<file path="src/verilog/exec_cfg.svh">
`ifndef EXEC_CFG_SVH
`define EXEC_CFG_SVH

// Architectural registers, x0 reads as zero
`define EXEC_NUM_REGS 32

// Instruction buffer entries
`define EXEC_IBUF_DEPTH 16

// APB address bits
`define EXEC_APB_AW 8

`endif

</file>
<file path="src/verilog/rv_isa_pkg.sv">
package rv_isa_pkg;

    typedef enum logic [6:0] {
        OPC_OP     = 7'b0110011,
        OPC_OP_IMM = 7'b0010011,
        OPC_LUI    = 7'b0110111,
        OPC_BRANCH = 7'b1100011
    } opcode_e;

    typedef struct packed {
        logic [6:0] funct7;
        logic [4:0] rs2;
        logic [4:0] rs1;
        logic [2:0] funct3;
        logic [4:0] rd;
        opcode_e    opcode;
    } instr_r_t;

    typedef struct packed {
        logic [11:0] imm;
        logic [4:0]  rs1;
        logic [2:0]  funct3;
        logic [4:0]  rd;
        opcode_e     opcode;
    } instr_i_t;

    // Branch offset bits are scattered over the word
    typedef struct packed {
        logic       imm12;
        logic [5:0] imm10_5;
        logic [4:0] rs2;
        logic [4:0] rs1;
        logic [2:0] funct3;
        logic [3:0] imm4_1;
        logic       imm11;
        opcode_e    opcode;
    } instr_b_t;

    typedef union packed {
        instr_r_t r;
        instr_i_t i;
        instr_b_t b;
    } instr_u;

    typedef enum logic [3:0] {
        ALU_ADD,
        ALU_SUB,
        ALU_SLL,
        ALU_SLT,
        ALU_SLTU,
        ALU_XOR,
        ALU_SRL,
        ALU_SRA,
        ALU_OR,
        ALU_AND,
        ALU_PASS_IMM
    } alu_op_e;

endpackage

</file>
<file path="src/verilog/exec_ctrl_pkg.sv">
package exec_ctrl_pkg;

    import rv_isa_pkg::*;

    // Decode to execute pipeline record
    typedef struct packed {
        logic        valid;
        logic [4:0]  rd;
        logic [4:0]  rs1;
        logic [4:0]  rs2;
        logic [31:0] rs1_val;
        logic [31:0] rs2_val;
        logic [31:0] imm;
        logic        use_imm;
        alu_op_e     alu_op;
        logic        we;
        logic        branch;
        logic [2:0]  funct3;
    } dec_rec_t;

    typedef enum logic [1:0] {REGFILE, FROM_EX, FROM_WB} fwd_sel_e;

    typedef enum logic [1:0] {IDLE, RUN, DRAIN} issue_state_e;

endpackage

</file>
<file path="src/verilog/result_if.sv">
`timescale 1ns/1ns

// Result leaving a pipeline register
interface result_if;
    logic        valid;
    logic [4:0]  rd;
    logic        we;
    logic [31:0] data;
    logic        taken;

    modport producer (output valid, rd, we, data, taken);
    modport consumer (input valid, rd, we, data, taken);
endinterface

</file>
<file path="src/verilog/apb_regs.sv">
`timescale 1ns/1ns
`include "exec_cfg.svh"

module apb_regs (
    input  logic                    clk,
    input  logic                    rst_n,
    input  logic [`EXEC_APB_AW-1:0] paddr,
    input  logic                    psel,
    input  logic                    penable,
    input  logic                    pwrite,
    input  logic [31:0]             pwdata,
    output logic [31:0]             prdata,
    output logic                    pready,
    output logic                    pslverr,
    input  logic                    busy,
    output logic                    start,
    input  logic                    pop,
    output logic                    not_empty,
    output logic [31:0]             head_instr,
    output logic [4:0]              rf_addr,
    input  logic [31:0]             rf_data,
    input  logic [31:0]             retired,
    input  logic [31:0]             taken_cnt
);
    localparam int DEPTH = `EXEC_IBUF_DEPTH;
    localparam int PTR_W = $clog2(DEPTH);
    localparam int CNT_W = PTR_W + 1;

    logic [31:0]      ibuf [DEPTH];
    logic [PTR_W-1:0] head;
    logic [PTR_W-1:0] tail;
    logic [CNT_W-1:0] count;
    logic             access;
    logic             full;
    logic             push;
    logic             sel_ctrl;
    logic             sel_status;
    logic             sel_ibuf;
    logic             sel_retired;
    logic             sel_taken;
    logic             sel_rf;

    // Zero wait states, transfer completes in the access phase
    assign pready = 1'b1;
    assign access = psel && penable;

    assign sel_ctrl    = paddr == 'h00;
    assign sel_status  = paddr == 'h04;
    assign sel_ibuf    = paddr == 'h08;
    assign sel_retired = paddr == 'h0C;
    assign sel_taken   = paddr == 'h10;
    // Register window 0x80 to 0xFC
    assign sel_rf      = paddr[`EXEC_APB_AW-1] && paddr[1:0] == 2'b00;
    assign rf_addr     = paddr[6:2];

    assign full       = count == CNT_W'(DEPTH);
    assign not_empty  = count != '0;
    assign head_instr = ibuf[head];

    assign start = access && pwrite && sel_ctrl && pwdata[0] && !busy;
    assign push  = access && pwrite && sel_ibuf && !busy && !full;

    always_comb begin
        pslverr = 1'b0;
        if (access) begin
            if (!(sel_ctrl || sel_status || sel_ibuf || sel_retired || sel_taken || sel_rf)) begin
                pslverr = 1'b1;
            end else if (pwrite && sel_ibuf && (busy || full)) begin
                pslverr = 1'b1;
            end else if (pwrite && sel_ctrl && pwdata[0] && busy) begin
                pslverr = 1'b1;
            end
        end
    end

    always_comb begin
        prdata = '0;
        if (access && !pwrite) begin
            if (sel_ctrl) begin
                prdata = {31'b0, busy};
            end else if (sel_status) begin
                prdata = {{(24 - CNT_W){1'b0}}, count, 7'b0, busy};
            end else if (sel_retired) begin
                prdata = retired;
            end else if (sel_taken) begin
                prdata = taken_cnt;
            end else if (sel_rf) begin
                prdata = rf_data;
            end
        end
    end

    always_ff @(posedge clk or negedge rst_n) begin
        if (!rst_n) begin
            head  <= '0;
            tail  <= '0;
            count <= '0;
        end else begin
            if (push) begin
                tail <= (tail == PTR_W'(DEPTH - 1)) ? '0 : tail + 1'b1;
            end
            if (pop) begin
                head <= (head == PTR_W'(DEPTH - 1)) ? '0 : head + 1'b1;
            end
            count <= count + CNT_W'(push) - CNT_W'(pop);
        end
    end

    always_ff @(posedge clk) begin
        if (push) begin
            ibuf[tail] <= pwdata;
        end
    end

    // Issue side must only pop a loaded entry
    pop_not_empty_a: assert property (@(posedge clk) disable iff (!rst_n) pop |-> not_empty);

endmodule

</file>
<file path="src/verilog/issue_fsm.sv">
`timescale 1ns/1ns

module issue_fsm import exec_ctrl_pkg::*; (
    input  logic       clk,
    input  logic       rst_n,
    input  logic       start,
    input  logic       not_empty,
    output logic       pop,
    output logic       busy,
    output logic       clear_counts,
    input  logic       dec_valid,
    result_if.consumer ex_res,
    result_if.consumer wb_res
);
    issue_state_e state;
    issue_state_e state_nxt;
    logic         pipe_empty;

    assign pipe_empty = !dec_valid && !ex_res.valid && !wb_res.valid;

    always_comb begin
        state_nxt = state;
        case (state)
            IDLE: begin
                if (start) begin
                    state_nxt = RUN;
                end
            end
            RUN: begin
                if (!not_empty) begin
                    state_nxt = DRAIN;
                end
            end
            DRAIN: begin
                if (pipe_empty) begin
                    state_nxt = IDLE;
                end
            end
            default: state_nxt = IDLE;
        endcase
    end

    always_ff @(posedge clk or negedge rst_n) begin
        if (!rst_n) begin
            state <= IDLE;
        end else begin
            state <= state_nxt;
        end
    end

    assign busy         = state != IDLE;
    assign pop          = state == RUN && not_empty;
    // Counts restart with each run
    assign clear_counts = state == IDLE && start;

    // Nothing in flight while no run is active
    idle_pipe_empty_a: assert property (@(posedge clk) disable iff (!rst_n)
        state == IDLE |-> pipe_empty);

endmodule

</file>
<file path="src/verilog/retire_counter.sv">
`timescale 1ns/1ns

module retire_counter (
    input  logic        clk,
    input  logic        rst_n,
    input  logic        clear_counts,
    result_if.consumer  wb_res,
    output logic [31:0] retired,
    output logic [31:0] taken_cnt
);

    always_ff @(posedge clk or negedge rst_n) begin
        if (!rst_n) begin
            retired   <= '0;
            taken_cnt <= '0;
        end else if (clear_counts) begin
            retired   <= '0;
            taken_cnt <= '0;
        end else if (wb_res.valid) begin
            retired <= retired + 32'd1;
            if (wb_res.taken) begin
                taken_cnt <= taken_cnt + 32'd1;
            end
        end
    end

endmodule

</file>
<file path="src/verilog/decode_stage.sv">
`timescale 1ns/1ns
`include "exec_cfg.svh"

module decode_stage import rv_isa_pkg::*, exec_ctrl_pkg::*; (
    input  logic        clk,
    input  logic        rst_n,
    input  logic        issue_valid,
    input  instr_u      instr,
    result_if.consumer  wb_res,
    input  logic [4:0]  rf_addr,
    output logic [31:0] rf_data,
    output dec_rec_t    dec
);
    localparam int NUM_REGS = `EXEC_NUM_REGS;

    logic [31:0] regs [NUM_REGS];
    logic        rf_we;
    logic        alt;
    dec_rec_t    dec_nxt;

    assign rf_we = wb_res.valid && wb_res.we;

    // Same-cycle writeback is visible to the read
    function automatic logic [31:0] rf_read(input logic [4:0] addr);
        logic [31:0] val;
        if (addr == 5'd0) begin
            val = '0;
        end else if (rf_we && wb_res.rd == addr) begin
            val = wb_res.data;
        end else begin
            val = regs[addr];
        end
        return val;
    endfunction

    function automatic alu_op_e alu_decode(input logic [2:0] funct3, input logic alt_op);
        alu_op_e op;
        case (funct3)
            3'b000:  op = alt_op ? ALU_SUB : ALU_ADD;
            3'b001:  op = ALU_SLL;
            3'b010:  op = ALU_SLT;
            3'b011:  op = ALU_SLTU;
            3'b100:  op = ALU_XOR;
            3'b101:  op = alt_op ? ALU_SRA : ALU_SRL;
            3'b110:  op = ALU_OR;
            default: op = ALU_AND;
        endcase
        return op;
    endfunction

    always_ff @(posedge clk or negedge rst_n) begin
        if (!rst_n) begin
            for (int i = 0; i < NUM_REGS; i++) begin
                regs[i] <= '0;
            end
        end else if (rf_we) begin
            regs[wb_res.rd] <= wb_res.data;
        end
    end

    always_comb begin
        rf_data = rf_read(rf_addr);
    end

    always_comb begin
        // Bit 30 selects SUB, and SRA for both shift forms
        alt = instr.r.funct7[5] && (instr.r.opcode == OPC_OP || instr.r.funct3 == 3'b101);

        dec_nxt        = '0;
        dec_nxt.valid  = issue_valid;
        dec_nxt.rd     = instr.r.rd;
        dec_nxt.rs1    = instr.r.rs1;
        dec_nxt.rs2    = instr.r.rs2;
        dec_nxt.funct3 = instr.r.funct3;
        dec_nxt.imm    = {{20{instr.i.imm[11]}}, instr.i.imm};
        dec_nxt.alu_op = alu_decode(instr.r.funct3, alt);

        case (instr.r.opcode)
            OPC_OP: begin
                dec_nxt.we = 1'b1;
            end
            OPC_OP_IMM: begin
                dec_nxt.we      = 1'b1;
                dec_nxt.use_imm = 1'b1;
            end
            OPC_LUI: begin
                dec_nxt.we      = 1'b1;
                dec_nxt.use_imm = 1'b1;
                dec_nxt.alu_op  = ALU_PASS_IMM;
                // Upper immediate spans the I-layout imm, rs1 and funct3 fields
                dec_nxt.imm     = {instr.i.imm, instr.i.rs1, instr.i.funct3, 12'b0};
            end
            OPC_BRANCH: begin
                dec_nxt.branch = 1'b1;
                dec_nxt.imm    = {{20{instr.b.imm12}}, instr.b.imm11, instr.b.imm10_5,
                                  instr.b.imm4_1, 1'b0};
            end
            default: begin
                dec_nxt.we = 1'b0;
            end
        endcase

        // x0 is never a destination
        if (dec_nxt.rd == 5'd0) begin
            dec_nxt.we = 1'b0;
        end

        dec_nxt.rs1_val = rf_read(dec_nxt.rs1);
        dec_nxt.rs2_val = rf_read(dec_nxt.rs2);
    end

    always_ff @(posedge clk or negedge rst_n) begin
        if (!rst_n) begin
            dec <= '0;
        end else begin
            dec <= dec_nxt;
        end
    end

    // Write enable for x0 is dropped at decode, two stages upstream
    x0_never_written_a: assert property (@(posedge clk) disable iff (!rst_n)
        rf_we |-> wb_res.rd != 5'd0);

endmodule

</file>
<file path="src/verilog/execute_stage.sv">
`timescale 1ns/1ns

module execute_stage import rv_isa_pkg::*, exec_ctrl_pkg::*; (
    input  logic       clk,
    input  logic       rst_n,
    input  dec_rec_t   dec,
    result_if.producer ex_res,
    result_if.producer wb_res
);
    fwd_sel_e    fwd_a;
    fwd_sel_e    fwd_b;
    logic [31:0] op_a;
    logic [31:0] op_b_reg;
    logic [31:0] op_b;
    logic [31:0] alu_out;
    logic        cmp_true;

    // Youngest producer wins
    function automatic fwd_sel_e fwd_pick(input logic [4:0] rs);
        fwd_sel_e sel;
        if (rs != 5'd0 && ex_res.valid && ex_res.we && ex_res.rd == rs) begin
            sel = FROM_EX;
        end else if (rs != 5'd0 && wb_res.valid && wb_res.we && wb_res.rd == rs) begin
            sel = FROM_WB;
        end else begin
            sel = REGFILE;
        end
        return sel;
    endfunction

    always_comb begin
        fwd_a = fwd_pick(dec.rs1);
        fwd_b = fwd_pick(dec.rs2);

        case (fwd_a)
            FROM_EX: op_a = ex_res.data;
            FROM_WB: op_a = wb_res.data;
            default: op_a = dec.rs1_val;
        endcase

        case (fwd_b)
            FROM_EX: op_b_reg = ex_res.data;
            FROM_WB: op_b_reg = wb_res.data;
            default: op_b_reg = dec.rs2_val;
        endcase

        op_b = dec.use_imm ? dec.imm : op_b_reg;
    end

    always_comb begin
        case (dec.alu_op)
            ALU_ADD:      alu_out = op_a + op_b;
            ALU_SUB:      alu_out = op_a - op_b;
            ALU_SLL:      alu_out = op_a << op_b[4:0];
            ALU_SLT:      alu_out = {31'b0, $signed(op_a) < $signed(op_b)};
            ALU_SLTU:     alu_out = {31'b0, op_a < op_b};
            ALU_XOR:      alu_out = op_a ^ op_b;
            ALU_SRL:      alu_out = op_a >> op_b[4:0];
            ALU_SRA:      alu_out = $unsigned($signed(op_a) >>> op_b[4:0]);
            ALU_OR:       alu_out = op_a | op_b;
            ALU_AND:      alu_out = op_a & op_b;
            ALU_PASS_IMM: alu_out = op_b;
            default:      alu_out = '0;
        endcase
    end

    // Branch compare on the register operands only
    always_comb begin
        case (dec.funct3)
            3'b000:  cmp_true = op_a == op_b_reg;
            3'b001:  cmp_true = op_a != op_b_reg;
            3'b100:  cmp_true = $signed(op_a) < $signed(op_b_reg);
            3'b101:  cmp_true = $signed(op_a) >= $signed(op_b_reg);
            default: cmp_true = 1'b0;
        endcase
    end

    always_ff @(posedge clk or negedge rst_n) begin
        if (!rst_n) begin
            ex_res.valid <= 1'b0;
            ex_res.we    <= 1'b0;
            ex_res.taken <= 1'b0;
            wb_res.valid <= 1'b0;
            wb_res.we    <= 1'b0;
            wb_res.taken <= 1'b0;
        end else begin
            ex_res.valid <= dec.valid;
            ex_res.we    <= dec.valid && dec.we;
            ex_res.taken <= dec.valid && dec.branch && cmp_true;
            wb_res.valid <= ex_res.valid;
            wb_res.we    <= ex_res.we;
            wb_res.taken <= ex_res.taken;
        end
    end

    always_ff @(posedge clk) begin
        ex_res.rd   <= dec.rd;
        ex_res.data <= alu_out;
        wb_res.rd   <= ex_res.rd;
        wb_res.data <= ex_res.data;
    end

endmodule

</file>
<file path="src/verilog/exec_core.sv">
`timescale 1ns/1ns
`include "exec_cfg.svh"

module exec_core import exec_ctrl_pkg::*; (
    input  logic                    clk,
    input  logic                    rst_n,
    input  logic [`EXEC_APB_AW-1:0] paddr,
    input  logic                    psel,
    input  logic                    penable,
    input  logic                    pwrite,
    input  logic [31:0]             pwdata,
    output logic [31:0]             prdata,
    output logic                    pready,
    output logic                    pslverr
);
    logic        start;
    logic        pop;
    logic        not_empty;
    logic        busy;
    logic        clear_counts;
    logic [31:0] head_instr;
    logic [4:0]  rf_addr;
    logic [31:0] rf_data;
    logic [31:0] retired;
    logic [31:0] taken_cnt;
    dec_rec_t    dec;

    result_if ex_res_if ();
    result_if wb_res_if ();

    apb_regs apb_regs_i (
        .clk        (clk),
        .rst_n      (rst_n),
        .paddr      (paddr),
        .psel       (psel),
        .penable    (penable),
        .pwrite     (pwrite),
        .pwdata     (pwdata),
        .prdata     (prdata),
        .pready     (pready),
        .pslverr    (pslverr),
        .busy       (busy),
        .start      (start),
        .pop        (pop),
        .not_empty  (not_empty),
        .head_instr (head_instr),
        .rf_addr    (rf_addr),
        .rf_data    (rf_data),
        .retired    (retired),
        .taken_cnt  (taken_cnt)
    );

    issue_fsm issue_fsm_i (
        .clk          (clk),
        .rst_n        (rst_n),
        .start        (start),
        .not_empty    (not_empty),
        .pop          (pop),
        .busy         (busy),
        .clear_counts (clear_counts),
        .dec_valid    (dec.valid),
        .ex_res       (ex_res_if.consumer),
        .wb_res       (wb_res_if.consumer)
    );

    retire_counter retire_counter_i (
        .clk          (clk),
        .rst_n        (rst_n),
        .clear_counts (clear_counts),
        .wb_res       (wb_res_if.consumer),
        .retired      (retired),
        .taken_cnt    (taken_cnt)
    );

    // Buffer head enters decode on each pop
    decode_stage decode_stage_i (
        .clk         (clk),
        .rst_n       (rst_n),
        .issue_valid (pop),
        .instr       (head_instr),
        .wb_res      (wb_res_if.consumer),
        .rf_addr     (rf_addr),
        .rf_data     (rf_data),
        .dec         (dec)
    );

    execute_stage execute_stage_i (
        .clk    (clk),
        .rst_n  (rst_n),
        .dec    (dec),
        .ex_res (ex_res_if.producer),
        .wb_res (wb_res_if.producer)
    );

endmodule

</file>
<file path="config.mk">
export PLATFORM = sky130hd
export DESIGN_NAME = exec_core
export DESIGN_NICKNAME = d
export VERILOG_FILES = /design/src/verilog/rv_isa_pkg.sv /design/src/verilog/exec_ctrl_pkg.sv /design/src/verilog/result_if.sv /design/src/verilog/apb_regs.sv /design/src/verilog/issue_fsm.sv /design/src/verilog/retire_counter.sv /design/src/verilog/decode_stage.sv /design/src/verilog/execute_stage.sv /design/src/verilog/exec_core.sv
export VERILOG_INCLUDE_DIRS = /design/src /design/src/verilog
export SDC_FILE = /design/constraint.sdc
export NUM_CORES = 2
export LEC_CHECK = 0
export BUFFER_PORTS_ARGS = -buffer_cell sky130_fd_sc_hd__buf_2
export CORE_MARGIN = 5
export CORE_UTILIZATION = 40
export DETAILED_ROUTE_END_ITERATION = 8
export HOLD_SLACK_MARGIN = 0.15
export PLACE_DENSITY = 0.66
export SKIP_LAST_GASP = 1
export SLEW_MARGIN = 25
export SYNTH_ARGS = -nofsm -noshare
export SYNTH_HDL_FRONTEND = slang
export SYNTH_SLANG_ARGS = --single-unit
</file>
<file path="constraint.sdc">
create_clock -name clk -period 7.1 [get_ports clk]
set_clock_uncertainty 0.15 [all_clocks]
set_input_delay 1.42 -clock clk [delete_from_list [all_inputs] [get_ports clk]]
set_output_delay 1.42 -clock clk [all_outputs]
set_load 0.005 [all_outputs]
</file>
# Word-level counts from Yosys, hierarchy flattened
# Memory sizes are Yosys's and may differ from the RTL's.
# Index checks and enable logic that the tools add are counted.
dict set report op_classes {
  shifts 3
  add_sub_neg 8
  order_cmp 9
  div 0
  muxes 59
  reduce_logical 73
  n_eq_ne 48
  bitwise_logic 7
  n_mul 0
}
# op count
set ops {}
lappend ops {{$bwmux 1024} 1}
lappend ops {{$mux 32} 25}
lappend ops {{$bmux 32 s5} 3}
lappend ops {{$pmux 32 s11} 1}
lappend ops {{$demux 32 s5} 1}
lappend ops {{$pmux 32 s2} 2}
lappend ops {{$lt 32x32->1} 3}
lappend ops {{$add 32x1->32 const B} 2}
lappend ops {{$pmux 31 s2} 1}
lappend ops {{$logic_and 1x1->1} 40}
lappend ops {{$eq 5x5->1} 7}
lappend ops {{$add 32x32->32} 1}
lappend ops {{$and 32x32->32} 1}
lappend ops {{$eq 32x32->1} 1}
lappend ops {{$ge 32x32->1} 1}
lappend ops {{$ne 32x32->1} 1}
lappend ops {{$or 32x32->32} 1}
lappend ops {{$shl 32x5->32} 1}
lappend ops {{$shr 32x5->32} 1}
lappend ops {{$sshr 32x5->32} 1}
lappend ops {{$sub 32x32->32} 1}
lappend ops {{$xor 32x32->32} 1}
lappend ops {{$pmux 4 s7} 1}
lappend ops {{$ge 6x6->1 const B} 4}
lappend ops {{other kinds (41)} 105}
dict set report totals {
  input_bits 45
  latch_bits 0
  out_inout_bits 34
  ff_bits 1305
  mem_count 1
  mem_bits_rw 512
  rom_bits 0
}
# memory depth word_bits rd rd_clocked_by_memory_dff write_ports line_no
set mem_list {}
lappend mem_list {apb_regs_i.ibuf 16 32 1 0 1 apb_regs.sv:29} ;# logic [31:0] ibuf [DEPTH];

# Logic depth before layout (Yosys ltp)
dict set report depth {
  word_depth 12
  mapped_depth 24
}

# By module
# Synthesis repeated with hierarchy kept, for this count alone.
dict set report unflattened {
  cells_unflattened 7731
  hier_area_um2 104765.5
}
# module n_inst cells_each seq_area_each_um2 area_per_inst_um2
set by_module_without_submodules {}
lappend by_module_without_submodules {decode_stage 1 4416 28677.5 67108.1}
lappend by_module_without_submodules {apb_regs 1 1094 15700.1 21346.7}
lappend by_module_without_submodules {execute_stage 1 1854 1631.6 12801.0}
lappend by_module_without_submodules {retire_counter 1 355 1601.5 3399.5}
lappend by_module_without_submodules {issue_fsm 1 12 50.0 110.1}

# Least setup slack after synthesis
# No wires, ideal clock.
dict set report synth_timing {
  path_type {reg-to-reg}
  from {register, netlist name decode_stage_i.dec[107]}
  to {register execute_stage_i.ex_res.data[0]}
  required_ns 6.807
  t_arrival_ns 5.403
  stages_incl_launch_ff 22
  synth_period_minus_slack_ns 5.697
  setup_slack_ns 1.403
  cell_sequence {dfrtp_1 > xnor2_1 > nand4_1 > nor3_1 > buf_1 > clkbuf_1 > mux2i_1 > o21ai_0 > mux2i_1 > inv_1 > ha_1 > clkbuf_1 > nor3_1 > or4b_1 > o211ai_1 > a21oi_1 > o221ai_1 > nor4bb_1 > o31a_1 > a31oi_1 > a2111oi_0 > o211ai_1}
}
dict set report synth_via {
  elab_chain_len 11
  word_cells_on_any_way 26
  cone_classes {add/sub (2); order compare (2); eq/ne (4); shift (3); mux (5); bitwise (3); reduce/logical (7)}
}
# item line_no
set synth_rtl {}
lappend synth_rtl {{$reduce_bool 5->1} {execute_stage.sv:21, execute_stage.sv:23}}
lappend synth_rtl {{$logic_and 1x1->1 (3 in series)} execute_stage.sv:23} ;# end else if (rs != 5'd0 && wb_res.valid && wb_res.we && wb_res.rd == rs) begin
lappend synth_rtl {{$mux 2} execute_stage.sv:23}
lappend synth_rtl {{$mux 2 *} execute_stage.sv:21} ;# if (rs != 5'd0 && ex_res.valid && ex_res.we && ex_res.rd == rs) begin
lappend synth_rtl {{$eq 2x2->1 / $eq 2x1->1 (equally long branches)} execute_stage.sv:41} ;# case (fwd_b)
lappend synth_rtl {{$pmux 32 s2 *} execute_stage.sv:41}
lappend synth_rtl {{$mux 32 *} execute_stage.sv:47} ;# op_b = dec.use_imm ? dec.imm : op_b_reg;
lappend synth_rtl {{$sub 32x32->32 (tied with other cells)} execute_stage.sv:53} ;# ALU_SUB: alu_out = op_a - op_b;
lappend synth_rtl {{$pmux 32 s11 *} execute_stage.sv:51} ;# case (dec.alu_op)
lappend synth_rtl {{end, declared} result_if.sv:11} ;# modport producer (output valid, rd, we, data, taken);
# Every way passes the cells marked *; elsewhere a longest branch is shown, timed or not.
# A chain may end at the register's enable or synchronous reset.

# Worst setup path in the final report
dict set report layout_timing {
  from {register, netlist name decode_stage_i.dec[107]}
  to {register execute_stage_i.ex_res.data[0]}
}
dict set report layout_via {
  elab_chain_len 11
  word_cells_on_any_way 26
  cone_classes {add/sub (2); order compare (2); eq/ne (4); shift (3); mux (5); bitwise (3); reduce/logical (7)}
}
# item line_no
set layout_rtl {}
lappend layout_rtl {{$reduce_bool 5->1} {execute_stage.sv:21, execute_stage.sv:23}}
lappend layout_rtl {{$logic_and 1x1->1 (3 in series)} execute_stage.sv:23}
lappend layout_rtl {{$mux 2} execute_stage.sv:23}
lappend layout_rtl {{$mux 2 *} execute_stage.sv:21}
lappend layout_rtl {{$eq 2x2->1 / $eq 2x1->1 (equally long branches)} execute_stage.sv:41}
lappend layout_rtl {{$pmux 32 s2 *} execute_stage.sv:41}
lappend layout_rtl {{$mux 32 *} execute_stage.sv:47}
lappend layout_rtl {{$sub 32x32->32 (tied with other cells)} execute_stage.sv:53}
lappend layout_rtl {{$pmux 32 s11 *} execute_stage.sv:51}
# Marked as above.

==> results.json <==
{
  "status": "complete, but fails checks",
  "violations": "DRC",
  "setup_viol": 0,
  "syn-mean-instance-area_um2": 14.1,
  "drtIter0Drc": 9152,
  "finalSetupTns_ns": 0,
  "ir_drop_mv": 0.200,
  "report.final.slew_viol_count": 0,
  "rsz0062_at_grt": "false",
  "vias": 71600,
  "num_rows": 186,
  "n_fill_cell": 22400,
  "min_to": "execute_stage_i.ex_res.rd[4]",
  "crit_path_cell_trace": "xnor2_1 > nand4_1 > nor2_4 > o21ai_0 > mux2i_1 > inv_1 > ha_1 > nor3_1 > or4b_1 > o211ai_1 > a21oi_1 > o221ai_1 > buf_4 > nor4bb_1 > o31a_1 > a31oi_1 > a2111oi_0 > o211ai_1",
  "synth.distinct_cells": 101,
  "fin_crit_sh": 0.917,
  "dpl.hpwl_um": 223000,
  "cp_max_fo": 40,
  "first_global_vias": 71800,
  "portBuffers": 77,
  "timing.rr.start": "decode_stage_i.dec[107]",
  "crit_slowest_cell": "nor2_4",
  "max_cap_viol_count": 0,
  "synth_edf_count": 512,
  "core_area_um2": 257000,
  "die_y_um": 519,
  "crit_top_cell": "o211ai_1",
  "grt_use_total": 0.258,
  "cts_tree": "done",
  "clockBufferDepth": 4,
  "routed_wl_um": 355000,
  "cts_resized": 0,
  "die_area_um2": 269000,
  "layout_commonest_cell": "dfrtp_1",
  "ant_nets": 0,
  "ys_ff_latch": 1817,
  "clk_latency_ns": 0.91,
  "fmax_ghz": 0.154,
  "root_buffer": "clkbuf_16",
  "numCtsBuffers": 195,
  "drive_above_1_share": 0.398,
  "power.total_mw": 26.6,
  "drc": 1,
  "grt_max_degree": 170,
  "synth.area.top_cells": "dfrtp_1 30%, mux4_2 24%, edfxtp_1 15%",
  "p_per_area_nw_per_um2": 232,
  "synth_fp_nets": 7535,
  "fin_util": 0.447,
  "dpl_cell_area_um2": 108000,
  "final_cell_area_um2": 115000,
  "hp-start": "decode_stage_i.dec[120]",
  "gp_congestion": 0.995,
  "cts_hold_buffers": 0,
  "syn-cell-area_um2": 104000,
  "htreeDepth": 4,
  "slowest_delay_ns": 0.90,
  "r2r_slack_ns": 0.59,
  "critPathKind": "reg -> reg",
  "crit_start": "decode_stage_i.dec[107]",
  "leakage_nw": 46.8,
  "synthCells": 7345,
  "routed_via_density": 6.65,
  "wl_per_cell_um": 33.0,
  "cts_setup_buffers": 0,
  "cts_sinks": 1817,
  "cp-end-kind": "flip-flop",
  "area_growth_pct": 10.9,
  "clk_pin_slew_ns": 0.08,
  "overflow": 0,
  "arrival_ns": 7.09,
  "initial_core_util": 0.403,
  "final_cell_mix": "1,227 x dfrtp_1, 1,101 x mux4_2, 1,044 x mux2_2",
  "hp-class": "reg -> reg",
  "hold_viol_final": 0,
  "final_nets": 7411,
  "tightest_slew_ns": 1.18,
  "period_minus_slack_ns": 6.51,
  "synth-async-reset-ratio": 0.677,
  "synth_top_area_cell": "dfrtp_1",
  "ys_seq_area_frac": 0.460,
  "die_w_um": 519,
  "r2r-end": "execute_stage_i.ex_res.data[0]",
  "crit_required_ns": 7.68,
  "synth_top_area_frac": 0.298,
  "slew-limit-headroom": 0.212,
  "reg2reg_depth": 18,
  "startpoint_type": "flip-flop",
  "first_pass_iters": 9,
  "yosys_warnings": 0,
  "grt_pass1_wl_um": 515000,
  "antenna_found_initial": 24,
  "min_path_cells": 0,
  "ys.flop_type": "dfrtp_1",
  "boundaryPins": 79
}
## critical path, delay by kind of cell, from the launching register on
kind            cells  cell delay [ns]
compound gates      8             2.04
xor+xnor            1             0.21
fa+ha+maj           1             0.40
buf+inv             2             0.27
flops               1             0.45
mux                 1             0.34
simple gates        5             2.49
## worst max path at each step
stage | end | slack [ns]
finish | execute_stage_i.ex_res.data[0] | 0.59
detailed placement | execute_stage_i.ex_res.data[0] | 0.68
global placement | prdata[22] | 0.74
CTS | execute_stage_i.ex_res.data[0] | 0.67
global route | execute_stage_i.ex_res.data[0] | 0.17
floorplan | execute_stage_i.ex_res.data[0] | 1.40
## flip-flops by register name, summed over array words and instances, names as in the netlist
signal and flops:
execute_stage_i.wb_res.we 1, execute_stage_i.ex_res.taken 1, execute_stage_i.ex_res.rd 5, apb_regs_i.tail 4, decode_stage_i.dec 122, retire_counter_i.taken_cnt 32
execute_stage_i.wb_res.rd 5, issue_fsm_i.state 2, decode_stage_i.regs 1024, apb_regs_i.ibuf 512, execute_stage_i.wb_res.valid 1, execute_stage_i.wb_res.data 32
apb_regs_i.head 4, execute_stage_i.ex_res.valid 1, execute_stage_i.wb_res.taken 1, execute_stage_i.ex_res.data 32, apb_regs_i.count 5, retire_counter_i.retired 32
execute_stage_i.ex_res.we 1
## synthesized netlist by cell type (all sizes together), types with 36 or more instances
cell type,instances
inv,158
edfxtp,512
mux2i,113
xnor2,50
clkbuf,386
a21o,36
o211ai,41
nand4,39
dfxtp,74
nor3,93
a21oi,204
nor2,358
nand3,176
buf,307
mux4,1106
o21ai,318
a31oi,59
a221oi,37
dfrtp,1231
nand2,338
mux2,1046
xor2,64
ha,142
## layout make-up
class,instances,area [µm²],area share
Antenna cell,7,17.5,0.000153
Clock buffer,270,5540,0.0482
Clock inverter,82,900,0.00783
Inverter,160,617,0.00537
Multi-Input combinational cell,4675,52800,0.460
Sequential cell,1817,47700,0.415
Tap cell,3384,4230,0.0369
Timing Repair Buffer,372,3090,0.0269
## through the flow
step | hold WS [ns] | worst slack, ns | cells
2_1_floorplan | 0.174 | 1.40 | 7345
3_3_place_gp | 0.177 | 0.743 | 10400
3_5_place_dp | 0.183 | 0.681 | 10400
4_1_cts | 0.200 | 0.669 | 10800
5_1_grt | 0.208 | 0.174 | 10800
6_report | 0.199 | 0.589 | 10800
## logic make-up (layout without fill, tap and decap cells)
logic type               after synthesis  in the layout  share of synthesized area
multiplexers                        2265           2265                      0.365
flip-flops                          1817           1817                      0.460
AND/OR/NAND/NOR                     1192           1192                     0.0532
AO/OA/AOI/OAI                        958            958                     0.0594
buffers and inverters                853            884                     0.0342
adder cells (fa/ha/maj)              145            145                     0.0177
XOR/XNOR                             114            114                    0.00965
other                                  1              8                  0.0000362
## per-layer routing
metal | up-vias | global-route usage | wire length, µm | part of all wire
met5 | - | 0 | 38 | 0.00011
met2 | 4334 | 0.386 | 159000 | 0.45
met1 | 37700 | 0.354 | 138000 | 0.39
met3 | 954 | 0.0578 | 36600 | 0.10
li1 | 28600 | - | - | -
met4 | 6 | 0.134 | 21300 | 0.060
## where the power goes
| part | internal (mW) | switching, mW | leakage (nW) |
|---|---|---|---|
| clock | 6.03 | 4.41 | 3.15 |
| sequential | 11.0 | 0.303 | 22.1 |
| combinational | 1.66 | 3.22 | 21.6 |
Note: power is estimated with default switching activity, not from simulation.
